### src/link_pkg.sv
// receive-side definitions: frame layout, link timing and copy FSM states
`default_nettype none

package link_pkg;

    // --------------------
    // frame geometry
    // --------------------
    localparam int unsigned FRAME_WORDS = 64;        // words per frame = buffer depth
    typedef logic [$clog2(FRAME_WORDS)-1:0] frame_addr_t;
    typedef logic [31:0] link_word_t;

    // word groups, selected by the upper three address bits
    localparam logic [2:0] POS_GROUP = 3'd1;         // 0x08..0x0f, slot 0 unused
    localparam logic [2:0] POT_GROUP = 3'd2;         // 0x10..0x17

    // status words live in the group after the pots
    localparam frame_addr_t SWITCH_WORD        = {POT_GROUP + 3'd1, 3'd1};
    localparam frame_addr_t ESII_WORD          = {POT_GROUP + 3'd1, 3'd2};
    localparam frame_addr_t INST_MODEL_WORD    = {POT_GROUP + 3'd1, 3'd4};
    localparam frame_addr_t INST_ID_WORD       = {POT_GROUP + 3'd1, 3'd5};
    localparam frame_addr_t PRELOAD_VALID_WORD = {POT_GROUP + 3'd1, 3'd7}; // bit 0 only

    // --------------------
    // link watchdog
    // --------------------
    // kept short so a few frames fit in one window in simulation
    localparam int unsigned WDOG_WINDOW_CYCLES = 2000;
    localparam int unsigned WDOG_CNT_W = $clog2(WDOG_WINDOW_CYCLES);

    // copy from pre-check buffer to main buffer
    typedef enum logic {
        COPY_IDLE,
        COPY_RUN
    } copy_state_e;

endpackage

`default_nettype wire

### src/regmap_pkg.sv
// host register map: address spaces, offsets, encoder constants and fill values
`default_nettype none

package regmap_pkg;

    typedef logic [15:0] reg_addr_t;   // host bus address
    typedef logic [31:0] reg_data_t;   // host bus data

    // upper address nibble picks the space
    typedef enum logic [3:0] {
        SPACE_MAIN  = 4'h0,            // per-channel registers, channel in bits 7:4
        SPACE_BOARD = 4'hB,            // board specific
        SPACE_ESPM  = 4'hC             // raw received words, bits 5:0
    } space_e;

    // --------------------
    // encoders
    // --------------------
    localparam int unsigned ENC_CHANNELS = 7;
    typedef logic [23:0] enc_count_t;
    localparam enc_count_t ENC_MIDRANGE = 24'h800000;  // preload after reset

    // main space offsets, address bits 3:0
    localparam logic [3:0] OFF_ENC_LOAD = 4'h4;
    localparam logic [3:0] OFF_ENC_DATA = 4'h5;

    // --------------------
    // board specific space
    // --------------------
    localparam logic [11:0] BS_CRC_ERR    = 12'h000;
    localparam logic [11:0] BS_CRC_GOOD   = 12'h001;
    localparam logic [11:0] BS_ESII       = 12'h010;
    localparam logic [11:0] BS_INST_MODEL = 12'h012;
    localparam logic [11:0] BS_INST_ID    = 12'h013;
    localparam logic [11:0] BS_SWITCH     = 12'h021;
    localparam logic [11:0] BS_BUILD      = 12'hfff;

    localparam reg_data_t FILL_WORD    = 32'h0000cccc; // any unmapped address
    localparam reg_data_t BUILD_NUMBER = 32'h00000100;

endpackage

`default_nettype wire

### src/link_monitor.sv
// link health: good and bad frame counters plus the no-good-frame watchdog
`timescale 1ns/1ns
`default_nettype none

module link_monitor (
    input  wire                    sysclk,
    input  wire                    rst_n_i,
    input  wire                    rx_frame_end_i,
    input  wire                    rx_crc_good_i,
    output regmap_pkg::reg_data_t  crc_good_count_o,
    output regmap_pkg::reg_data_t  crc_err_count_o,
    output logic                   comm_good_o
);

    import link_pkg::*;
    import regmap_pkg::*;

    logic [WDOG_CNT_W-1:0] win_cnt;
    logic                  win_end;
    reg_data_t             good_at_last_end;  // good count at previous window end

    assign win_end = (win_cnt == WDOG_CNT_W'(WDOG_WINDOW_CYCLES - 1));

    // --------------------
    // frame counters
    // --------------------
    always_ff @(posedge sysclk or negedge rst_n_i) begin
        if (!rst_n_i) begin
            crc_good_count_o <= '0;
            crc_err_count_o  <= '0;
        end else begin
            if (rx_crc_good_i) begin
                crc_good_count_o <= crc_good_count_o + 1'b1;
            end
            if (rx_frame_end_i && !rx_crc_good_i) begin
                crc_err_count_o <= crc_err_count_o + 1'b1;  // end without crc good
            end
        end
    end

    // --------------------
    // watch window
    // --------------------
    always_ff @(posedge sysclk or negedge rst_n_i) begin
        if (!rst_n_i) begin
            win_cnt          <= '0;
            good_at_last_end <= '0;
            comm_good_o      <= 1'b0;
        end else if (win_end) begin
            win_cnt          <= '0;
            good_at_last_end <= crc_good_count_o;
            comm_good_o      <= (crc_good_count_o != good_at_last_end);  // any good frame
        end else begin
            win_cnt <= win_cnt + 1'b1;
        end
    end

endmodule

`default_nettype wire

### config.mk
export PLATFORM = sky130hd
export DESIGN_NAME = link_monitor
export DESIGN_NICKNAME = d
export VERILOG_FILES = /design/src/link_pkg.sv /design/src/regmap_pkg.sv /design/src/link_monitor.sv
export SDC_FILE = /design/constraint.sdc
export NUM_CORES = 1
export LEC_CHECK = 0
export BUFFER_PORTS_ARGS = -buffer_cell sky130_fd_sc_hd__buf_2
export CAP_MARGIN = 20
export CORE_MARGIN = 10
export CORE_UTILIZATION = 25
export DETAILED_ROUTE_END_ITERATION = 7
export GPL_TIMING_DRIVEN = 1
export HOLD_SLACK_MARGIN = 0.05
export SYNTH_ARGS = -nofsm -noshare
export SYNTH_HDL_FRONTEND = slang
export SYNTH_SLANG_ARGS = --single-unit
### constraint.sdc
create_clock -name sysclk -period 2.1 [get_ports sysclk]
set_input_delay 0.315 -clock sysclk [delete_from_list [all_inputs] [get_ports sysclk]]
set_output_delay 0.315 -clock sysclk [all_outputs]
set_load 0.005 [all_outputs]
Word-level counts from Yosys, hierarchy flattened
Cells that the tools add are included.

word-level totals
  input bits = 4
  flip-flop bits (word level) = 108

operators by class
  eq/ne operators = 2
  add/subtract/negate cells = 3
  reduce and logical (&&, ||, !) cells = 2
  muxes and demuxes = 1

operator list
  kind                                           count
  adder 32 x 1 -> 32 bit, second input constant  2
  inequality test 32 bit                         1
  adder 11 x 1 -> 11 bit, second input constant  1
  == test 11 bit, second input constant          1
  2-to-1 mux 11 bit                              1
  logical AND 1 bit                              1
  zero test 1 bit                                1

Depth between registers and ports, before layout
  depth after elaboration = 2
  mapped depth = 8

Worst setup path before layout
OpenSTA, ideal clock, no wires.

  kind = register to register
  start = register win_cnt[0]
  end = register good_at_last_end[27]
  path buffers = 3
  clock period less this slack = 1705 ps
  cell stages (with the launch flop) = 9
  data required time = 2035 ps
  arrival = 1640 ps
  slack = 395 ps
  cells stage by stage = dfrtp_1 > ha_1 > and3_1 > clkbuf_1 > nand4_1 > clkbuf_1 > clkbuf_1 > nand2_1 > nand2_1

on the way
  cells in the longest elaborated chain, start to end = 1

RTL lines
  what                      line                RTL
  start: declaration        link_monitor.sv:18  logic [WDOG_CNT_W-1:0] win_cnt;
  start signal: assignment  link_monitor.sv:54  win_cnt <= win_cnt + 1'b1;
  == test 11 bit            link_monitor.sv:22  assign win_end = (win_cnt == WDOG_CNT_W'(WDOG_WINDOW_CYCLES - 1));
  end signal: assignment    link_monitor.sv:51  good_at_last_end <= crc_good_count_o;
  end: declaration          link_monitor.sv:20  reg_data_t good_at_last_end;

No other way between the ends.
A chain may end at the register's enable or synchronous reset.

Worst setup path after layout
  start = register crc_good_count_o[6]
  end = register crc_good_count_o[26]

on the way
  cells in the longest elaborated chain, start to end = 1

RTL lines
  what                      line                RTL
  start: declaration        link_monitor.sv:10  output regmap_pkg::reg_data_t crc_good_count_o,
  start signal: assignment  link_monitor.sv:33  crc_good_count_o <= crc_good_count_o + 1'b1;
  adder 32 x 1 -> 32 bit    link_monitor.sv:33

No other way between the ends.

==> run metrics <==
Required @ worst endpoint=~2.4 ns; EDFF count, synth=0; Hold Startpoint=rx_crc_good_i; Worst Hold Class=in2reg; asr flop ratio synth=between 90% and 100%; antenna violations before repair=0; clk buf depth=2; DPL Wire Length=around 8800 µm; worst-margin pin slew=0.442 ns; Setup-failing EPs final=0; CTS Root Cell=clkbuf_16; Post-CTS Setup Bufs=0; biggest area consumer among synthesized cells=dfrtp_1; Die ar.=about 26000 µm²; final instance area=6120 µm²; max-cap viol count=0; Layout area overhead=21.3%; Netlist cell types=38; Pins Over Slew Limit=0; Bufs and invs on worst path=0; Final Skew=between 0.009 and 0.01 ns; Num CTS Buffers=9; synthesized cell area=slightly above 5000 µm²; reg2reg start=crc_good_count_o[6]$_DFFE_PN0P_; # fillers=about 2100; fmax=546 MHz; WL final=approximately 12000 µm; Worst-Skew Late Latency=around 0.36 ns; H-tree depth=3; Worst-path clk slew=roughly 0.070 ns; Overflow after GRT=0; final number of hold-violating endpoints=0; share of the synthesized area in the top cell type=between 50% and 60%; sequential-to-total area share from yosys stat=between 50 and 60%; status=finished clean; crit start category=flop; commonest register cell after synthesis=dfrtp_1; Tmin final=~1.8 ns; VDD IR-drop max=between 0.0003 and 0.0004 V; CTS-repair resized insts=0; first-pass GRT wire length=about 19000 µm; Core ar.=19700 µm²; Crit Path Category=reg2reg; clock sinks=108; Syn Nets=around 490; residual DRC count=0; IO Port Bufs=68; Iter 0 DRT Violations=between 150 and 200; Critical Path Max Stage Delay=around 0.51 ns; Pre-antenna DRT Iters=4; DR WL/cell=about 14 µm; proportion of layout cells with a drive suffix above 1=between 20% and 30%; Worst Path Arrival=approximately 2.1 ns; Final #Nets=572; crit path capture type=flop; n_diodes=0; # rows=51; critical path peak fanout=5; Initial Util=roughly a quarter; number of synthesized register bits=roughly 110; Post-Layout Cell Count=between 800 and 900; Via density=approximately 4.2; setup TNS=0 ns; DP Cell Count=between 800 and 900; top post-synthesis cells by area=dfrtp_1 54%, xor2_1 11%, nand2_1 8.9%; gr usage total=a little over 9%; Tcrit/Tclk final=about 87%; area of placed instances=between 5000 and 6000 µm²; DRT antenna net count=0; Mapped Cells=about 490; total power=~4800 µW; cell with the largest stage delay on the worst path=dfrtp_1; Synth top cells by count=120 x nand2_1, 108 x dfrtp_1, 64 x xor2_1, 37 x xnor2_1, 34 x nor2_1; worst-path cell chain=nand4_2 -> nor2_1 -> nand4_1 -> nor2_1 -> xor2_1; Synth Warn #=0; CTS Hold Bufs=1; CTS tree=yes; Avg Inst Size Synth=roughly 10 µm²; RSZ-0062 raised after global routing=no; RD Place Congestion=0.748; Die Ht=between 150 and 200 µm; width of the die=about 160 µm; Pwr Density=777 nW/µm²; count leader, synth=nand2_1; vias in the first global route=3535; static leakage=between 0.003 and 0.004 µW; cell mode on critical path=nor2_1; Max-Slew Margin vs Limit=between 70% and 80%; top cell family by delay on the critical path=simple AND/OR/NAND/NOR gates; I/O pins=around 70; pin count of the biggest net entering global routing=41; via count=approximately 3500; crit path from=crc_good_count_o[6]$_DFFE_PN0P_
-- layout by cell type, fill, tap and decap left out, types with 2 or more instances in the layout --
master,count
o21ai_0,6
and2_1,3
and3_1,10
dfrtp_1,108
mux2_2,2
and4_1,6
inv_6,3
nand3_1,22
nand2_1,120
nor3_1,3
xnor2_1,37
buf_12,4
nand4_1,11
buf_2,67
nor2_1,34
ha_1,3
nor4_4,3
clkbuf_16,9
xor2_1,64
nor4_1,9
buf_4,15
nand4_4,2
inv_1,6
nor3_2,2
nand4_2,3
-- through the flow --
stage          util, %  worst slack (ns)  hold WS, ns
2_1_floorplan        -             0.395       0.0194
3_3_place_gp      29.6             0.325        0.286
3_5_place_dp      29.6             0.283        0.295
4_1_cts           31.2             0.282        0.270
5_1_grt           31.2             0.132        0.305
6_report          31.2             0.270        0.278
-- cell families after synthesis --
group                    count (synthesis)  share of synthesized area (%)
buffers and inverters                   24                           2.28
multiplexers                             2                          0.446
adder cells (fa/ha/maj)                  3                          0.744
AND/OR/NAND/NOR                        239                           24.6
AO/OA/AOI/OAI                            8                          0.892
XOR/XNOR                               101                           17.5
flip-flops                             108                           53.5
-- final timing paths --
kind                                                         end  slack (ns)  depth (start not counted)
worst min-delay path             crc_good_count_o[0]$_DFFE_PN0P_        0.28                          2
worst max-delay path            crc_good_count_o[26]$_DFFE_PN0P_        0.27                          5
min in group asynchronous       crc_good_count_o[20]$_DFFE_PN0P_        0.44                          2
worst min register to register              win_cnt[0]$_DFF_PN0_        0.45                          1
max in group asynchronous        crc_err_count_o[31]$_DFFE_PN0P_        1.07                          3
worst max register to register  crc_good_count_o[26]$_DFFE_PN0P_        0.27                          5
-- power breakdown --
part	internal, µW	switching [µW]
clock	940	806
combinational	290	349
sequential	2200	176
-- sequential cells by signal (all words and copies together) (netlist names) --
register,cells
good_at_last_end,32
crc_err_count_o,32
comm_good_o,1
win_cnt,11
crc_good_count_o,32
-- final cells by class --
| type | instances | area (µm²) | area share, % |
|---|---|---|---|
| clock buffers | 10 | 229 | 3.74 |
| clock inverters | 6 | 70.1 | 1.14 |
| inverters | 6 | 22.5 | 0.368 |
| multi-input cells | 353 | 2230 | 36.4 |
| flip-flops and latches | 108 | 2700 | 44.1 |
| well taps | 265 | 332 | 5.41 |
| repair buffers | 87 | 538 | 8.78 |
-- layer usage --
layer	vias up	track usage, %	routed length (µm)
met4	0	2.48	113
met2	58	14.1	5460
li1	1740	-	-
met3	11	2.81	514
met1	1669	12.0	5710
met5	-	0	0
No activity file was read; power rests on OpenSTA's default activity.
