===== src/link_pkg.sv =====
// receive-side definitions: frame layout, link timing and copy FSM states
`default_nettype none

package link_pkg;

    // --------------------
    // frame geometry
    // --------------------
    localparam int unsigned FRAME_WORDS = 64;        // words per frame = buffer depth
    typedef logic [$clog2(FRAME_WORDS)-1:0] frame_addr_t;
    typedef logic [31:0] link_word_t;

    // word groups, selected by the upper three address bits
    localparam logic [2:0] POS_GROUP = 3'd1;         // 0x08..0x0f, slot 0 unused
    localparam logic [2:0] POT_GROUP = 3'd2;         // 0x10..0x17

    // status words live in the group after the pots
    localparam frame_addr_t SWITCH_WORD        = {POT_GROUP + 3'd1, 3'd1};
    localparam frame_addr_t ESII_WORD          = {POT_GROUP + 3'd1, 3'd2};
    localparam frame_addr_t INST_MODEL_WORD    = {POT_GROUP + 3'd1, 3'd4};
    localparam frame_addr_t INST_ID_WORD       = {POT_GROUP + 3'd1, 3'd5};
    localparam frame_addr_t PRELOAD_VALID_WORD = {POT_GROUP + 3'd1, 3'd7}; // bit 0 only

    // --------------------
    // link watchdog
    // --------------------
    // kept short so a few frames fit in one window in simulation
    localparam int unsigned WDOG_WINDOW_CYCLES = 2000;
    localparam int unsigned WDOG_CNT_W = $clog2(WDOG_WINDOW_CYCLES);

    // copy from pre-check buffer to main buffer
    typedef enum logic {
        COPY_IDLE,
        COPY_RUN
    } copy_state_e;

endpackage

`default_nettype wire


===== src/espm_status_if.sv =====
// status words picked out of each copied frame, frame buffer to read mux
`timescale 1ns/1ns
`default_nettype none

interface espm_status_if;

    logic [31:0] switch_word;      // buttons on the module
    logic [31:0] esii_word;        // esii/escc link status
    logic [31:0] inst_model_word;  // instrument model
    logic [31:0] inst_id_word;     // instrument id
    logic        preload_good;     // module still holds our preload

    modport source (
        output switch_word, esii_word, inst_model_word, inst_id_word, preload_good
    );

    modport sink (
        input switch_word, esii_word, inst_model_word, inst_id_word, preload_good
    );

endinterface

`default_nettype wire


===== src/espm_frame_buffer.sv =====
// receive buffers: pre-check store, copy on crc good, position and status extraction
`timescale 1ns/1ns
`default_nettype none

module espm_frame_buffer (
    input  wire                      sysclk,
    input  wire                      rst_n_i,
    input  wire                      rx_word_valid_i,
    input  wire link_pkg::frame_addr_t rx_word_addr_i,
    input  wire link_pkg::link_word_t  rx_word_data_i,
    input  wire                      rx_crc_good_i,
    input  wire                      buffer_hold_i,    // host block read in progress
    espm_status_if.source            status_o,
    output logic                     pos_valid_o,      // one cycle per position word
    output logic [2:0]               pos_index_o,      // channel 1..7
    output link_pkg::link_word_t     pos_data_o,
    input  wire link_pkg::frame_addr_t buf_raddr_i,
    output link_pkg::link_word_t     buf_rdata_o
);

    import link_pkg::*;

    link_word_t              pre_mem  [FRAME_WORDS];  // raw words, crc not yet known
    link_word_t              main_mem [FRAME_WORDS];  // last accepted frame
    logic [FRAME_WORDS-1:0]  main_written;            // unwritten words read as zero
    copy_state_e             copy_state;
    frame_addr_t             rd_addr;                 // pre-check read pointer
    frame_addr_t             cp_addr;                 // write address, one stage behind
    link_word_t              cp_data;
    logic                    cp_we;

    // --------------------
    // pre-check buffer
    // --------------------
    always_ff @(posedge sysclk) begin
        if (rx_word_valid_i) begin
            pre_mem[rx_word_addr_i] <= rx_word_data_i;
        end
    end

    // --------------------
    // copy FSM
    // --------------------
    always_ff @(posedge sysclk or negedge rst_n_i) begin
        if (!rst_n_i) begin
            copy_state <= COPY_IDLE;
            rd_addr    <= '0;
            cp_we      <= 1'b0;
        end else begin
            cp_we <= (copy_state == COPY_RUN);   // write lags the read by one
            case (copy_state)
                COPY_IDLE: begin
                    // pulses under hold are dropped, frame is lost
                    if (rx_crc_good_i && !buffer_hold_i) begin
                        copy_state <= COPY_RUN;
                        rd_addr    <= '0;
                    end
                end
                COPY_RUN: begin
                    rd_addr <= rd_addr + 1'b1;
                    if (rd_addr == frame_addr_t'(FRAME_WORDS - 1)) begin
                        copy_state <= COPY_IDLE;  // last read issued
                    end
                end
                default: copy_state <= COPY_IDLE;
            endcase
        end
    end

    // copy datapath and host read port
    always_ff @(posedge sysclk) begin
        cp_data <= pre_mem[rd_addr];
        cp_addr <= rd_addr;
        if (cp_we) begin
            main_mem[cp_addr] <= cp_data;
        end
        buf_rdata_o <= main_written[buf_raddr_i] ? main_mem[buf_raddr_i] : '0;
    end

    always_ff @(posedge sysclk or negedge rst_n_i) begin
        if (!rst_n_i) begin
            main_written <= '0;
        end else if (cp_we) begin
            main_written[cp_addr] <= 1'b1;
        end
    end

    // --------------------
    // extraction during copy
    // --------------------
    always_ff @(posedge sysclk or negedge rst_n_i) begin
        if (!rst_n_i) begin
            pos_valid_o              <= 1'b0;
            status_o.switch_word     <= '0;
            status_o.esii_word       <= '0;
            status_o.inst_model_word <= '0;
            status_o.inst_id_word    <= '0;
            status_o.preload_good    <= 1'b0;
        end else begin
            // slot 0 of the position group carries no encoder
            pos_valid_o <= cp_we && (cp_addr[5:3] == POS_GROUP) && (cp_addr[2:0] != 3'd0);
            if (cp_we) begin
                case (cp_addr)
                    SWITCH_WORD:        status_o.switch_word     <= cp_data;
                    ESII_WORD:          status_o.esii_word       <= cp_data;
                    INST_MODEL_WORD:    status_o.inst_model_word <= cp_data;
                    INST_ID_WORD:       status_o.inst_id_word    <= cp_data;
                    PRELOAD_VALID_WORD: status_o.preload_good    <= cp_data[0];
                    default: ;
                endcase
            end
        end
    end

    always_ff @(posedge sysclk) begin
        pos_index_o <= cp_addr[2:0];
        pos_data_o  <= cp_data;
    end

endmodule

`default_nettype wire


===== src/flat_wrapper.sv =====
// flat-port wrapper written by rule: the top's interface ports become plain ports
module espm_frame_buffer_flat import link_pkg::*;
  (sysclk, rst_n_i, rx_word_valid_i, rx_word_addr_i, rx_word_data_i, rx_crc_good_i, buffer_hold_i, pos_valid_o, pos_index_o, pos_data_o, buf_raddr_i, buf_rdata_o, status_o_switch_word, status_o_esii_word, status_o_inst_model_word, status_o_inst_id_word, status_o_preload_good);
  espm_status_if status_o_i ();
  input  wire sysclk;
  input  wire rst_n_i;
  input  wire rx_word_valid_i;
  input  wire link_pkg::frame_addr_t rx_word_addr_i;
  input  wire link_pkg::link_word_t rx_word_data_i;
  input  wire rx_crc_good_i;
  input  wire buffer_hold_i;
  output logic pos_valid_o;
  output logic [2:0] pos_index_o;
  output link_pkg::link_word_t pos_data_o;
  input  wire link_pkg::frame_addr_t buf_raddr_i;
  output link_pkg::link_word_t buf_rdata_o;
  output wire logic [$bits(status_o_i.switch_word)-1:0] status_o_switch_word;
  output wire logic [$bits(status_o_i.esii_word)-1:0] status_o_esii_word;
  output wire logic [$bits(status_o_i.inst_model_word)-1:0] status_o_inst_model_word;
  output wire logic [$bits(status_o_i.inst_id_word)-1:0] status_o_inst_id_word;
  output wire logic [$bits(status_o_i.preload_good)-1:0] status_o_preload_good;
  assign status_o_switch_word = status_o_i.switch_word;
  assign status_o_esii_word = status_o_i.esii_word;
  assign status_o_inst_model_word = status_o_i.inst_model_word;
  assign status_o_inst_id_word = status_o_i.inst_id_word;
  assign status_o_preload_good = status_o_i.preload_good;
  espm_frame_buffer u_core (.sysclk(sysclk), .rst_n_i(rst_n_i), .rx_word_valid_i(rx_word_valid_i), .rx_word_addr_i(rx_word_addr_i), .rx_word_data_i(rx_word_data_i), .rx_crc_good_i(rx_crc_good_i), .buffer_hold_i(buffer_hold_i), .status_o(status_o_i), .pos_valid_o(pos_valid_o), .pos_index_o(pos_index_o), .pos_data_o(pos_data_o), .buf_raddr_i(buf_raddr_i), .buf_rdata_o(buf_rdata_o));
endmodule

===== config.mk =====
export PLATFORM = sky130hd
export DESIGN_NAME = espm_frame_buffer_flat
export DESIGN_NICKNAME = d
export VERILOG_FILES = /design/src/link_pkg.sv /design/src/espm_status_if.sv /design/src/espm_frame_buffer.sv /design/src/flat_wrapper.sv
export SDC_FILE = /design/constraint.sdc
export NUM_CORES = 2
export LEC_CHECK = 0
export BUFFER_PORTS_ARGS = -buffer_cell sky130_fd_sc_hd__buf_2
export CORE_ASPECT_RATIO = 0.75
export CORE_MARGIN = 2
export CORE_UTILIZATION = 50
export CTS_BUF_LIST = sky130_fd_sc_hd__clkbuf_4 sky130_fd_sc_hd__clkbuf_8 sky130_fd_sc_hd__clkbuf_16
export DETAILED_ROUTE_END_ITERATION = 6
export PLACE_DENSITY_LB_ADDON = 0.25
export SYNTH_ARGS = -nofsm -noshare
export SYNTH_HDL_FRONTEND = slang
export SYNTH_SLANG_ARGS = --single-unit

===== constraint.sdc =====
create_clock -name sysclk -period 3.65 [get_ports sysclk]
set_input_delay 0.5475 -clock sysclk [delete_from_list [all_inputs] [get_ports sysclk]]
set_output_delay 0.5475 -clock sysclk [all_outputs]
set_load 0.1 [all_outputs]

==> After elaboration in Yosys (flattened, before gate mapping) <==
Memory sizes are Yosys's and may differ from the RTL's. A register that Yosys moved wholly into a read port is not among the register bits.
Index checks and enable logic that the tools add are counted.
{ "totals": {"ff_bits": 243, "ramBits": 4096, "out_inout_bits": 197, "wordCells": 54, "mem_count": 2} }
{ "memory_table": {"columns": ["memory", "words", "word_bits", "rd", "rd_ports_with_merged_regs", "wr", "line", "text"], "rows": [
  ["u_core.main_mem", 64, 32, 1, 1, 1, "espm_frame_buffer.sv:24", "link_word_t main_mem [FRAME_WORDS];"],
  ["u_core.pre_mem", 64, 32, 1, 1, 1, "espm_frame_buffer.sv:23", "link_word_t pre_mem [FRAME_WORDS];"]
]} }
{ "op_classes": {"add_sub_neg": 1, "magnitude_cmp": 3, "n_eq_ne": 8, "n_mux": 13, "bitwise_logic": 2, "n_reduce_logical": 12} }
{ "op_table": {"columns": ["cell", "n"], "rows": [
  ["$or 64x64->64", 1],
  ["$eq 6x5->1 const B", 5],
  ["$lt 6x7->1 const B", 2],
  ["$pmux 6 s2", 1],
  ["$reduce_and 2->1", 5],
  ["$mux 1", 8],
  ["$add 6x1->6 const B", 1],
  ["$bmux 1 s6", 1],
  ["$demux 1 s6", 1],
  ["$eq 6x6->1 const B", 1],
  ["$ge 6x1->1 const B", 1],
  ["$mux 6", 1],
  ["$logic_and 1x1->1", 4],
  ["$eq 3x1->1 const B", 1],
  ["$reduce_bool 3->1", 1],
  ["$logic_not 1->1", 2],
  ["$ne 2x1->1 const B", 1],
  ["$pmux 1 s2", 1],
  ["$not 1->1", 1]
]} }

==> Logic depth before layout (Yosys ltp) <==
{ "depth": {"word_depth": 5, "depth_mapped": 10} }

==> Least setup slack after synthesis <==
OpenSTA, ideal clock, no wires.
{ "synth_path": {"path_kind": "input to register", "start": "input port rx_word_addr_i[3]", "end": "memory u_core.pre_mem[16][0] (netlist name) (enable)", "t_arrival_ps": 3465, "setup_slack_ps": -276, "stages": 4, "path_cell_list": "clkbuf_1 > nand2b_1 > or3_1 > nor3_1"} }
{ "synth_lines": {"columns": ["item", "line", "text"], "rows": [
  ["start: declaration", "flat_wrapper.sv:8", "input wire link_pkg::frame_addr_t rx_word_addr_i;"],
  ["end: declaration", "espm_frame_buffer.sv:23", null]
]} }
Straight into the memory's write port.

==> impl_metrics.tcl <==
set metrics [dict create \
    final_common_cell "edfxtp_1" \
    cts_root_buf "clkbuf_16" \
    grt_pass1_vias 85000 \
    routabilityCongestion 0.854 \
    drive_above_1_share_pct 28.4 \
    cp-start-kind "flop" \
    port_buffers 245 \
    ys_ff_latch 4403 \
    synth_edf_count 4096 \
    dp_cells 12600 \
    leakagePower_uw 0.0632 \
    yosys_most_used_dff "edfxtp_1" \
    critPathTopFamily "compound AO/OA/AOI/OAI gates" \
    yosysWarnings 0 \
    tightestPinTransition_ns 1.61 \
    dp_hpwl_mm 269 \
    slew_viol_final 2 \
    fp.dieH_um 503 \
    nets 8674 \
    numClockSinks 4403 \
    die-area_um2 337000 \
    critPathMostFrequentCell "buf_12" \
    syn2layout_area_growth_pct 15.1 \
    antenna_left 0 \
    clock_latency_ns 0.95 \
    slew_headroom_pct -8.70 \
    crit_fanout 22 \
    worst-path-buf-inv 3 \
    cts.repair.resized 0 \
    viasPerCell 6.50 \
    largestRegisters "u_core.main_mem: 2048 flops, u_core.pre_mem: 2048 flops, u_core.main_written: 64 flops" \
    fillers 23800 \
    grt_first_pass_wirelength_mm 652 \
    yosysUniqueCellTypes 55 \
    h-tree-depth 5 \
    rr_worst_depth 8 \
    violations "max-capacitance violations, max-slew violations" \
    place_area_um2 177000 \
    clk_pin_slew_ns 0.07 \
    grt_usage_pct 27.5 \
    setup.worst_path.end_class "flop" \
    antenna_found_initial 40 \
    fp.coreArea_um2 331000 \
    fin_worst_skew_ns 0.110 \
    min_path_cells 1 \
    cts_buffer_depth 4 \
    critPathSlowestCell "o21ai_0" \
    cts_tree "yes" \
    final_util_pct 57.8 \
    wl_per_cell_um 35.0 \
    start_util_pct 50.2 \
    power.density_nw_per_um2 758 \
    max-vdd-ir-drop_v 0.000786 \
    cp.arrival_ns 4.34 \
    drc 0 \
    fmax_mhz 284 \
    finalSetupViolations 0 \
    synth_cells 7915 \
    path_depth 8 \
    hold_viol 0 \
    cts_made_buffers 413 \
    layout_common_cells "4096 x edfxtp_1, 804 x mux4_2, 481 x mux2i_1" \
    status "finished, violations left" \
    grt-ovfl-total 0 \
    hold_path_class "input pin to flop" \
    vias 87200 \
    avgSynthCellArea_um2 21.0 \
    min_period_ns 3.52 \
    crit_chain "buf_12, buf_12, buf_4, mux2i_1, o221ai_1, o22ai_1, o21ai_0, a32o_1" \
    grt_start_max_net_pins 81 \
    critPathMaxStageDelay_ns 0.96 \
    rsz0062_at_grt "no" \
    total_power_uw 145000 \
    fin_crit_sh_pct 96.5 \
    synthesis.area_um2 166000 \
    crit_type "flop to flop" \
    first_pass_iters 6 \
    cts_hold_buf 1 \
    ios 246 \
    fp.dieW_um 670 \
    worst-endpoint-required_ns 4.46 \
    async_flop_share_pct 4.59 \
    final_cell_area_um2 191000 \
    drt_wl_total_mm 469 \
    rows 183 \
    max_cap_viol_count 1 \
    final_cells 13400 \
    synth-seq-area-share_pct 78.3 \
    drt_iter0_drc 13600 \
    synth_fp_nets 7965 \
    finalSetupTns_ns 0 \
    postCtsSetupRepairBufs 0 \
]
==> cells in the mapped netlist, types with 28 or more instances <==
library cell / n / area share (%)
nand2_1: 402 / 0.91
o21ai_0: 70 / 0.21
buf_4: 34 / 0.15
mux2i_1: 481 / 2.9
a32o_1: 28 / 0.17
a21oi_1: 179 / 0.54
o221ai_1: 292 / 1.5
nor3_1: 39 / 0.12
clkbuf_1: 204 / 0.46
o22ai_1: 82 / 0.31
or2_2: 66 / 0.25
buf_1: 49 / 0.11
mux2_2: 36 / 0.24
dfxtp_1: 105 / 1.3
nor2_1: 172 / 0.39
buf_2: 149 / 0.45
mux4_2: 804 / 11
dfrtp_1: 202 / 3.0
a22oi_1: 254 / 1.1
edfxtp_1: 4096 / 74
==> path summary, 6_finish.rpt <==
check	startpoint	endpoint	slack [ns]
worst min-delay path	rx_word_data_i[11]	u_core.pre_mem[60][11]	0.09
worst min register to register	u_core.cp_addr[1]	u_core.pos_index_o[1]	0.46
min in group asynchronous	rst_n_i	u_core.pos_valid_o	0.25
max in group asynchronous	rst_n_i	u_core.main_written[57]	2.47
worst max-delay path	u_core.rd_addr[0]	u_core.cp_data[12]	0.13
worst max register to register	u_core.rd_addr[0]	u_core.cp_data[12]	0.13
==> final cells by class <==
type | instances | area [µm²] | share of cell area [%]
well taps | 4440 | 5560 | 2.91
clock inverters | 230 | 2350 | 1.23
multi-input cells | 3050 | 34800 | 18.2
clock buffers | 526 | 11400 | 5.97
diodes | 10 | 25.0 | 0.0131
repair buffers | 746 | 6800 | 3.56
inverters | 10 | 42.5 | 0.0222
flip-flops and latches | 4403 | 130000 | 68.1
==> metrics by stage <==
stage | worst slack, ns | hold slack [ns]
2_1_floorplan | 0.581 | 0.252
5_1_grt | 0.176 | 0.0755
3_3_place_gp | 0.00510 | 0.442
4_1_cts | 0.295 | 0.0207
3_5_place_dp | 0.226 | 0.445
6_report | 0.126 | 0.0897
==> cells by family after synthesis <==
group                    share of synthesized area, %
adder cells (fa/ha/maj)                       0.00753
flip-flops                                       78.3
AND/OR/NAND/NOR                                  1.96
buffers and inverters                            1.31
AO/OA/AOI/OAI                                    4.23
multiplexers                                     14.2
==> per-layer routing <==
metal  part of all wire [%]  track usage [%]
met1                     41             41.4
met4                    2.5             6.84
met3                     13             8.34
met5                  0.036            0.127
met2                     43             39.5
==> power by group <==
part           internal (µW)  switching [µW]  total (µW)
sequential             62000            4310       66300
clock                  25000           18600       43600
combinational          10900           24100       35000
No activity file was read; power rests on OpenSTA's default activity.
