--- src/link_pkg.sv ---
// receive-side definitions: frame layout, link timing and copy FSM states
`default_nettype none

package link_pkg;

    // --------------------
    // frame geometry
    // --------------------
    localparam int unsigned FRAME_WORDS = 64;        // words per frame = buffer depth
    typedef logic [$clog2(FRAME_WORDS)-1:0] frame_addr_t;
    typedef logic [31:0] link_word_t;

    // word groups, selected by the upper three address bits
    localparam logic [2:0] POS_GROUP = 3'd1;         // 0x08..0x0f, slot 0 unused
    localparam logic [2:0] POT_GROUP = 3'd2;         // 0x10..0x17

    // status words live in the group after the pots
    localparam frame_addr_t SWITCH_WORD        = {POT_GROUP + 3'd1, 3'd1};
    localparam frame_addr_t ESII_WORD          = {POT_GROUP + 3'd1, 3'd2};
    localparam frame_addr_t INST_MODEL_WORD    = {POT_GROUP + 3'd1, 3'd4};
    localparam frame_addr_t INST_ID_WORD       = {POT_GROUP + 3'd1, 3'd5};
    localparam frame_addr_t PRELOAD_VALID_WORD = {POT_GROUP + 3'd1, 3'd7}; // bit 0 only

    // --------------------
    // link watchdog
    // --------------------
    // kept short so a few frames fit in one window in simulation
    localparam int unsigned WDOG_WINDOW_CYCLES = 2000;
    localparam int unsigned WDOG_CNT_W = $clog2(WDOG_WINDOW_CYCLES);

    // copy from pre-check buffer to main buffer
    typedef enum logic {
        COPY_IDLE,
        COPY_RUN
    } copy_state_e;

endpackage

`default_nettype wire

--- src/regmap_pkg.sv ---
// host register map: address spaces, offsets, encoder constants and fill values
`default_nettype none

package regmap_pkg;

    typedef logic [15:0] reg_addr_t;   // host bus address
    typedef logic [31:0] reg_data_t;   // host bus data

    // upper address nibble picks the space
    typedef enum logic [3:0] {
        SPACE_MAIN  = 4'h0,            // per-channel registers, channel in bits 7:4
        SPACE_BOARD = 4'hB,            // board specific
        SPACE_ESPM  = 4'hC             // raw received words, bits 5:0
    } space_e;

    // --------------------
    // encoders
    // --------------------
    localparam int unsigned ENC_CHANNELS = 7;
    typedef logic [23:0] enc_count_t;
    localparam enc_count_t ENC_MIDRANGE = 24'h800000;  // preload after reset

    // main space offsets, address bits 3:0
    localparam logic [3:0] OFF_ENC_LOAD = 4'h4;
    localparam logic [3:0] OFF_ENC_DATA = 4'h5;

    // --------------------
    // board specific space
    // --------------------
    localparam logic [11:0] BS_CRC_ERR    = 12'h000;
    localparam logic [11:0] BS_CRC_GOOD   = 12'h001;
    localparam logic [11:0] BS_ESII       = 12'h010;
    localparam logic [11:0] BS_INST_MODEL = 12'h012;
    localparam logic [11:0] BS_INST_ID    = 12'h013;
    localparam logic [11:0] BS_SWITCH     = 12'h021;
    localparam logic [11:0] BS_BUILD      = 12'hfff;

    localparam reg_data_t FILL_WORD    = 32'h0000cccc; // any unmapped address
    localparam reg_data_t BUILD_NUMBER = 32'h00000100;

endpackage

`default_nettype wire

--- src/espm_status_if.sv ---
// status words picked out of each copied frame, frame buffer to read mux
`timescale 1ns/1ns
`default_nettype none

interface espm_status_if;

    logic [31:0] switch_word;      // buttons on the module
    logic [31:0] esii_word;        // esii/escc link status
    logic [31:0] inst_model_word;  // instrument model
    logic [31:0] inst_id_word;     // instrument id
    logic        preload_good;     // module still holds our preload

    modport source (
        output switch_word, esii_word, inst_model_word, inst_id_word, preload_good
    );

    modport sink (
        input switch_word, esii_word, inst_model_word, inst_id_word, preload_good
    );

endinterface

`default_nettype wire

--- src/reg_read_mux.sv ---
// host read data: registered selection across main, board-specific and espm spaces
`timescale 1ns/1ns
`default_nettype none

module reg_read_mux (
    input  wire                        sysclk,
    input  wire                        rst_n_i,
    input  wire regmap_pkg::reg_addr_t reg_raddr_i,
    espm_status_if.sink                status_i,
    input  wire regmap_pkg::enc_count_t preload_i  [1:regmap_pkg::ENC_CHANNELS],
    input  wire regmap_pkg::enc_count_t count_i    [1:regmap_pkg::ENC_CHANNELS],
    input  wire [1:regmap_pkg::ENC_CHANNELS] overflow_i,
    input  wire regmap_pkg::reg_data_t crc_good_count_i,
    input  wire regmap_pkg::reg_data_t crc_err_count_i,
    output link_pkg::frame_addr_t      buf_raddr_o,
    input  wire link_pkg::link_word_t  buf_rdata_i,
    output regmap_pkg::reg_data_t      reg_rdata_o
);

    import link_pkg::*;
    import regmap_pkg::*;

    logic [3:0] chan;        // main space channel
    logic       chan_ok;
    reg_data_t  rdata_q;     // all spaces except espm
    logic       espm_sel_q;  // buffer already registers its own read

    assign chan        = reg_raddr_i[7:4];
    assign chan_ok     = (chan != 4'd0) && (chan <= 4'(ENC_CHANNELS));
    assign buf_raddr_o = reg_raddr_i[5:0];

    always_ff @(posedge sysclk or negedge rst_n_i) begin
        if (!rst_n_i) begin
            rdata_q    <= '0;
            espm_sel_q <= 1'b0;
        end else begin
            espm_sel_q <= (reg_raddr_i[15:12] == SPACE_ESPM);
            case (space_e'(reg_raddr_i[15:12]))
                // --------------------
                SPACE_MAIN: begin
                    if (chan_ok && (reg_raddr_i[3:0] == OFF_ENC_LOAD)) begin
                        rdata_q <= {8'h00, preload_i[chan]};
                    end else if (chan_ok && (reg_raddr_i[3:0] == OFF_ENC_DATA)) begin
                        rdata_q <= {7'b0, overflow_i[chan], count_i[chan]};  // flag in bit 24
                    end else begin
                        rdata_q <= FILL_WORD;
                    end
                end
                // --------------------
                SPACE_BOARD: begin
                    case (reg_raddr_i[11:0])
                        BS_CRC_ERR:    rdata_q <= crc_err_count_i;
                        BS_CRC_GOOD:   rdata_q <= crc_good_count_i;
                        BS_ESII:       rdata_q <= status_i.esii_word;
                        BS_INST_MODEL: rdata_q <= status_i.inst_model_word;
                        BS_INST_ID:    rdata_q <= status_i.inst_id_word;
                        BS_SWITCH:     rdata_q <= status_i.switch_word;
                        BS_BUILD:      rdata_q <= BUILD_NUMBER;
                        default:       rdata_q <= FILL_WORD;
                    endcase
                end
                default: rdata_q <= FILL_WORD;  // espm space overridden below
            endcase
        end
    end

    // both paths are registers, so data is valid one cycle after the address
    assign reg_rdata_o = espm_sel_q ? buf_rdata_i : rdata_q;

endmodule

`default_nettype wire

--- src/flat_wrapper.sv ---
// flat-port wrapper written by rule: the top's interface ports become plain ports
module reg_read_mux_flat import link_pkg::*; import regmap_pkg::*;
  (sysclk, rst_n_i, reg_raddr_i, preload_i, count_i, overflow_i, crc_good_count_i, crc_err_count_i, buf_raddr_o, buf_rdata_i, reg_rdata_o, status_i_switch_word, status_i_esii_word, status_i_inst_model_word, status_i_inst_id_word, status_i_preload_good);
  espm_status_if status_i_i ();
  input  wire sysclk;
  input  wire rst_n_i;
  input  wire regmap_pkg::reg_addr_t reg_raddr_i;
  input  wire regmap_pkg::enc_count_t preload_i[1:regmap_pkg::ENC_CHANNELS];
  input  wire regmap_pkg::enc_count_t count_i[1:regmap_pkg::ENC_CHANNELS];
  input  wire [1:regmap_pkg::ENC_CHANNELS] overflow_i;
  input  wire regmap_pkg::reg_data_t crc_good_count_i;
  input  wire regmap_pkg::reg_data_t crc_err_count_i;
  output link_pkg::frame_addr_t buf_raddr_o;
  input  wire link_pkg::link_word_t buf_rdata_i;
  output regmap_pkg::reg_data_t reg_rdata_o;
  input wire logic [$bits(status_i_i.switch_word)-1:0] status_i_switch_word;
  input wire logic [$bits(status_i_i.esii_word)-1:0] status_i_esii_word;
  input wire logic [$bits(status_i_i.inst_model_word)-1:0] status_i_inst_model_word;
  input wire logic [$bits(status_i_i.inst_id_word)-1:0] status_i_inst_id_word;
  input wire logic [$bits(status_i_i.preload_good)-1:0] status_i_preload_good;
  assign status_i_i.switch_word = status_i_switch_word;
  assign status_i_i.esii_word = status_i_esii_word;
  assign status_i_i.inst_model_word = status_i_inst_model_word;
  assign status_i_i.inst_id_word = status_i_inst_id_word;
  assign status_i_i.preload_good = status_i_preload_good;
  reg_read_mux u_core (.sysclk(sysclk), .rst_n_i(rst_n_i), .reg_raddr_i(reg_raddr_i), .status_i(status_i_i), .preload_i(preload_i), .count_i(count_i), .overflow_i(overflow_i), .crc_good_count_i(crc_good_count_i), .crc_err_count_i(crc_err_count_i), .buf_raddr_o(buf_raddr_o), .buf_rdata_i(buf_rdata_i), .reg_rdata_o(reg_rdata_o));
endmodule
--- config.mk ---
export PLATFORM = sky130hd
export DESIGN_NAME = reg_read_mux_flat
export DESIGN_NICKNAME = d
export VERILOG_FILES = /design/src/link_pkg.sv /design/src/regmap_pkg.sv /design/src/espm_status_if.sv /design/src/reg_read_mux.sv /design/src/flat_wrapper.sv
export SDC_FILE = /design/constraint.sdc
export NUM_CORES = 1
export LEC_CHECK = 0
export BUFFER_PORTS_ARGS = -buffer_cell sky130_fd_sc_hd__buf_2
export CAP_MARGIN = 20
export CORE_AREA = 2 2 241 243
export DETAILED_ROUTE_END_ITERATION = 8
export DIE_AREA = 0 0 243 245
export HOLD_SLACK_MARGIN = 0.1
export PLACE_DENSITY = 0.35
export SLEW_MARGIN = 15
export SYNTH_ARGS = -nofsm -noshare
export SYNTH_HDL_FRONTEND = slang
export SYNTH_SLANG_ARGS = --single-unit
--- constraint.sdc ---
create_clock -name sysclk -period 1.8 [get_ports sysclk]
set_input_delay 0.36 -clock sysclk [delete_from_list [all_inputs] [get_ports sysclk]]
set_output_delay 0.36 -clock sysclk [all_outputs]
set_load 0.01 [all_outputs]
== Word level (Yosys, flattened, before mapping) ==
Cells that the tools add are included.
Storage, ports and cells
  output and inout port bits: 38
  word-level logic and storage cells: 35
  flip-flop bits (word level): 33
  input bits: 586
Cells by class
  reduce and logical (&&, ||, !) cells: 6
  order comparisons: 2
  bitwise logic cells: 1
  equality and inequality tests: 10
  multiplexer cells: 14
Operator list (count)
  $pmux W32 S7: 1
  $bmux W24 S3: 2
  $mux W24: 4
  $mux W32: 2
  $pmux W32 S2: 1
  $eq A12 B5 Y1 const B: 3
  $mux W25: 1
  $eq A12 B1 Y1 const B: 1
  $eq A12 B12 Y1 const B: 1
  $eq A12 B6 Y1 const B: 1
  $logic_not A12 Y1: 1
  $eq A4 B3 Y1 const B: 2
  $eq A4 B4 Y1 const B: 2
  $ge A5 B4 Y1 const B: 1
  $not A4 Y5: 1
  $le A4 B3 Y1 const B: 1
  $logic_not A4 Y1: 1
  $reduce_bool A4 Y1: 1
  $bmux W1 S3: 1
  $logic_and A1 B1 Y1: 3
  $mux W1: 2

== Depth between registers and ports, before layout ==
  depth after elaboration: 7
  gate-level depth with buffers: 9
  depth with buffers taken out: 5

== Worst setup path after synthesis ==
OpenSTA, ideal clock, no wires.
  path type: input -> register
  start point: input reg_raddr_i[4]
  end point: register u_core.rdata_q[21]
  arrival: 1683 ps
  library setup time: 138 ps
  data required time: 1662 ps
  stages on the path: 8
  path slack: -20 ps
  buffers on the path: 3
  cells stage by stage: buf_6 buf_6 buf_2 mux2_2 a221oi_1 nor3_1 a21oi_1 o22ai_1
On the way
  cells in the longest elaborated chain, start to end: 7
  elaborated cells on any way between the ends: 23
  classes of those cells: order compare (1); eq/ne (6); mux (10); bitwise (1); reduce/logical (5)
Ends and longest elaborated chain
  from (decl): RTL line flat_wrapper.sv:7  | input wire regmap_pkg::reg_addr_t reg_raddr_i;
  $not A4 Y5 (implied by the code): RTL line reg_read_mux.sv:42, reg_read_mux.sv:44
  $bmux W24 S3: RTL line reg_read_mux.sv:44  | rdata_q <= {7'b0, overflow_i[chan], count_i[chan]};
  $mux W24 (implied by the code) (2 in series): RTL line reg_read_mux.sv:44
  $mux W25: RTL line reg_read_mux.sv:43  | end else if (chan_ok && (reg_raddr_i[3:0] == OFF_ENC_DATA)) begin
  $mux W32: RTL line reg_read_mux.sv:41  | if (chan_ok && (reg_raddr_i[3:0] == OFF_ENC_LOAD)) begin
  $pmux W32 S2 *: RTL line reg_read_mux.sv:38  | case (space_e'(reg_raddr_i[15:12]))
  to (signal assigned): RTL line reg_read_mux.sv:42  | rdata_q <= {8'h00, preload_i[chan]};
  to (signal assigned): RTL line reg_read_mux.sv:44
  to (signal assigned): RTL line reg_read_mux.sv:52  | BS_CRC_ERR: rdata_q <= crc_err_count_i;
  to (decl): RTL line reg_read_mux.sv:25  | reg_data_t rdata_q;
Every way passes the cells marked *; elsewhere a longest branch is shown, timed or not. The select of a mux whose other input is x is not followed.

== Final worst setup path ==
  start point: input reg_raddr_i[4]
  end point: register u_core.rdata_q[19]
The elaborated chain is that of the path after synthesis.

==> reports/summary.txt <==
Status: completed
Post-Place Cells: 2,094
Post-Layout Cell Count: 2,132
H-Tree Depth: 2
Critical Path Fanout Max: 13
Main flop type after synthesis: dfrtp_1
Number of synthesized flops with an enable pin: 0
Post-place instance area: 11,200 sq um
Top-count cell post-synth: mux2_2
CP Capture Type: flip-flop
Distinct cell type count after synthesis: 47
Int Pwr: 2540 uW
Die X: 243 um
Max Root-Sink Buffers: 2
CTS tree: built
Post-synth top area cell: mux2_2
Slew HR: 0.658
Comb power frac: 0.571
Row count: 88
#FFs+latches synth: 33
Power Dens Cells: 307 nW/um^2
Mean post-synth cell area: 9.58 sq um
Fin crit period: 1.78 ns
All-Layer GR Usage: 0.145
Remaining Overflow, GRT: 0
Worst hold path depth: 2
Clock-pin slew of the registers on the worst-case setup and hold paths: 0.07 ns
Final #Nets: 1,948
Port Buffers: 622
Part of the power in registers: 0.192
Initial DRC Count: 300
Core Util, Final: 0.221
Fmax: 561 MHz
DP HPWL: 39,400 um
RSZ-0062 raised after global routing: yes
Share of cells above drive strength 1: 0.787
Worst path required time: 1.97 ns
Crit path kind: in -> reg
Detail Route Antenna Nets: 0
Fin Setup TNS: 0 ns
Seq/Total Area, Yosys: 0.138
Register area: 827 sq um
Root Driver: clkbuf_16
Signal arrival time at the worst endpoint: 1.95 ns
DR vias/cell: 4.08
CTS Buf Count: 5
Clock power frac: 0.238
Fillers: 6,434
Slew at the pin with the worst max-slew slack: 0.513 ns
Synthesized netlist cell count: 627
Peak VDD IR: 0.272 mV
Synth top area share: 0.231
Worst setup slack after layout: 0.0184 ns
Routed len/inst: 21.5 um
Sw Pwr: 1340 uW
Routed via count: 8,707
Post-Syn Area: 6010 sq um
Multi-input logic area: 5520 sq um
Commonest cells post-synth: mux2_2 (123), a221oi_1 (57), a22oi_1 (47)
Final max-slew violation count: 0
Tcrit/Tclk final: 0.990
DR DRC count: 0
Chip Height: 245 um
Hold Path Class: in -> reg
Max Cap Violations: 0
Vias in the first global route: 9,306
Final setup vio count: 0
DRT Pass-1 Iters: 6
Sw frac: 0.345
Total wire length: 45,800 um
Post-Place Worst Slack: -0.775 ns
Starting density of the core: 0.105
Syn Nets: 1,213
Area contributors post-synth: mux2_2 (23%), dfrtp_1 (14%), mux4_2 (13%)
Antenna violations before repair: 6
Clk sinks: 33
Largest net degree at the start of global routing: 61
# IOs: 624
Core Region: 57,000 sq um
Final Wtd Congestion: 0.884
Startpoint types: input port
Leakage: 0.00575 uW
YS warnings: 0
Async S/R FF share, synth: 1.00
First-pass GRT wire length: 63,200 um
Layout area overhead: 110%
Final hold vios: 0
Die area: 59,500 sq um
Final instance area: 12,600 sq um
==> kinds of logic (layout without fill, tap and decap cells) <==
| kind of cell | Yosys count | after routing | synth area share |
|---|---|---|---|
| DFF | 33 | 33 | 0.137 |
| buffers and inverters | 82 | 818 | 0.0704 |
| muxes | 194 | 194 | 0.422 |
| AOI/OAI and AO/OA | 221 | 221 | 0.275 |
| and+or+nand+nor | 97 | 97 | 0.0950 |
| other | 0 | 4 | 0 |
==> cell usage in the layout, fill, tap and decap left out, types with 3 or more instances in the layout <==
cell | synthesis | layout
buf_2 | 22 | 613
buf_4 | 9 | 132
mux2_2 | 123 | 120
a22oi_1 | 47 | 44
mux2i_1 | 36 | 36
mux4_2 | 35 | 35
dfrtp_1 | 33 | 32
buf_12 | 0 | 27
a221oi_2 | 0 | 26
a221oi_1 | 57 | 25
buf_6 | 7 | 21
nand2_1 | 19 | 19
o22ai_1 | 24 | 18
a21oi_1 | 30 | 15
nor3_4 | 0 | 13
a22o_1 | 13 | 13
a222oi_1 | 13 | 13
nor2_1 | 11 | 10
a21oi_4 | 0 | 10
o21ai_0 | 16 | 10
o32ai_1 | 9 | 8
nor2b_2 | 0 | 8
nor2b_1 | 18 | 7
a221oi_4 | 0 | 6
o22ai_2 | 0 | 6
o2bb2ai_1 | 7 | 6
clkbuf_16 | 0 | 6
buf_16 | 0 | 6
buf_8 | 0 | 6
nor4_1 | 6 | 5
o21ai_1 | 1 | 5
a21oi_2 | 0 | 5
diode_2 | 0 | 4
nor4_4 | 2 | 3
nor2b_4 | 0 | 3
nor3_2 | 0 | 3
a22oi_2 | 0 | 3
mux2_4 | 0 | 3
==> registers in the layout (all words and copies together) (netlist names) <==
register           count
u_core.rdata_q        32
u_core.espm_sel_q      1
==> power by group through the flow <==
| stage | logic (uW) | registers [uW] | clock network [uW] |
|---|---|---|---|
| finish | 2210 | 745 | 922 |
| detailed placement | 1950 | 759 | 0 |
| global route | 2390 | 744 | 996 |
| global placement | 1950 | 759 | 0 |
| CTS | 2110 | 745 | 967 |
| floorplan | 817 | 757 | 0 |
==> critical path: stages <==
cell and delay [ns]:
buf_16 0.13, buf_16 0.17, buf_4 0.17, mux4_2 0.51, nand2_1 0.08, o21ai_0 0.15, a21oi_4 0.26, o22ai_1 0.11
==> stage by stage <==
stage | power, uW | hold slack [ns]
after CTS | 3820 | 0.235
after detailed placement | 2700 | 0.314
after global placement | 2710 | 0.315
final | 3880 | 0.245
after global routing | 4130 | 0.251
after floorplan | 1570 | 0.0644
==> area by class of cell <==
class | count | share of cell area
Tap cell | 765 | 0.0758
Inverter | 2 | 0.000594
Clock inverter | 1 | 0.000594
Timing Repair Buffer | 808 | 0.408
Sequential cell | 33 | 0.0655
Clock buffer | 7 | 0.0113
Antenna cell | 4 | 0.000793
Multi-Input combinational cell | 512 | 0.437
==> what timing repair did <==
action                                  4_1_cts  5_1_grt
gates cloned                                  4        1
setup buffers                                 5       19
endpoints found under the hold margin        10        0
hold buffers                                  1        0
resized for setup                           111       84
pin swaps                                    25       15
endpoints found under the setup margin       35       40
==> path summary, 6_finish.rpt <==
kind	endpoint	startpoint	slack, ns
max in group asynchronous	u_core.rdata_q[12]	rst_n_i	0.77
worst max-delay path	u_core.rdata_q[19]	reg_raddr_i[4]	0.02
worst min-delay path	u_core.espm_sel_q	reg_raddr_i[13]	0.25
min in group asynchronous	u_core.rdata_q[22]	rst_n_i	0.54
==> metal layers <==
metal | global-route usage | wire length (um)
met2 | 0.257 | 22800
met4 | 0.0330 | 720
met5 | 0 | 22
met1 | 0.186 | 20000
met3 | 0.0208 | 2320
Power figures use the tool's default switching activity.
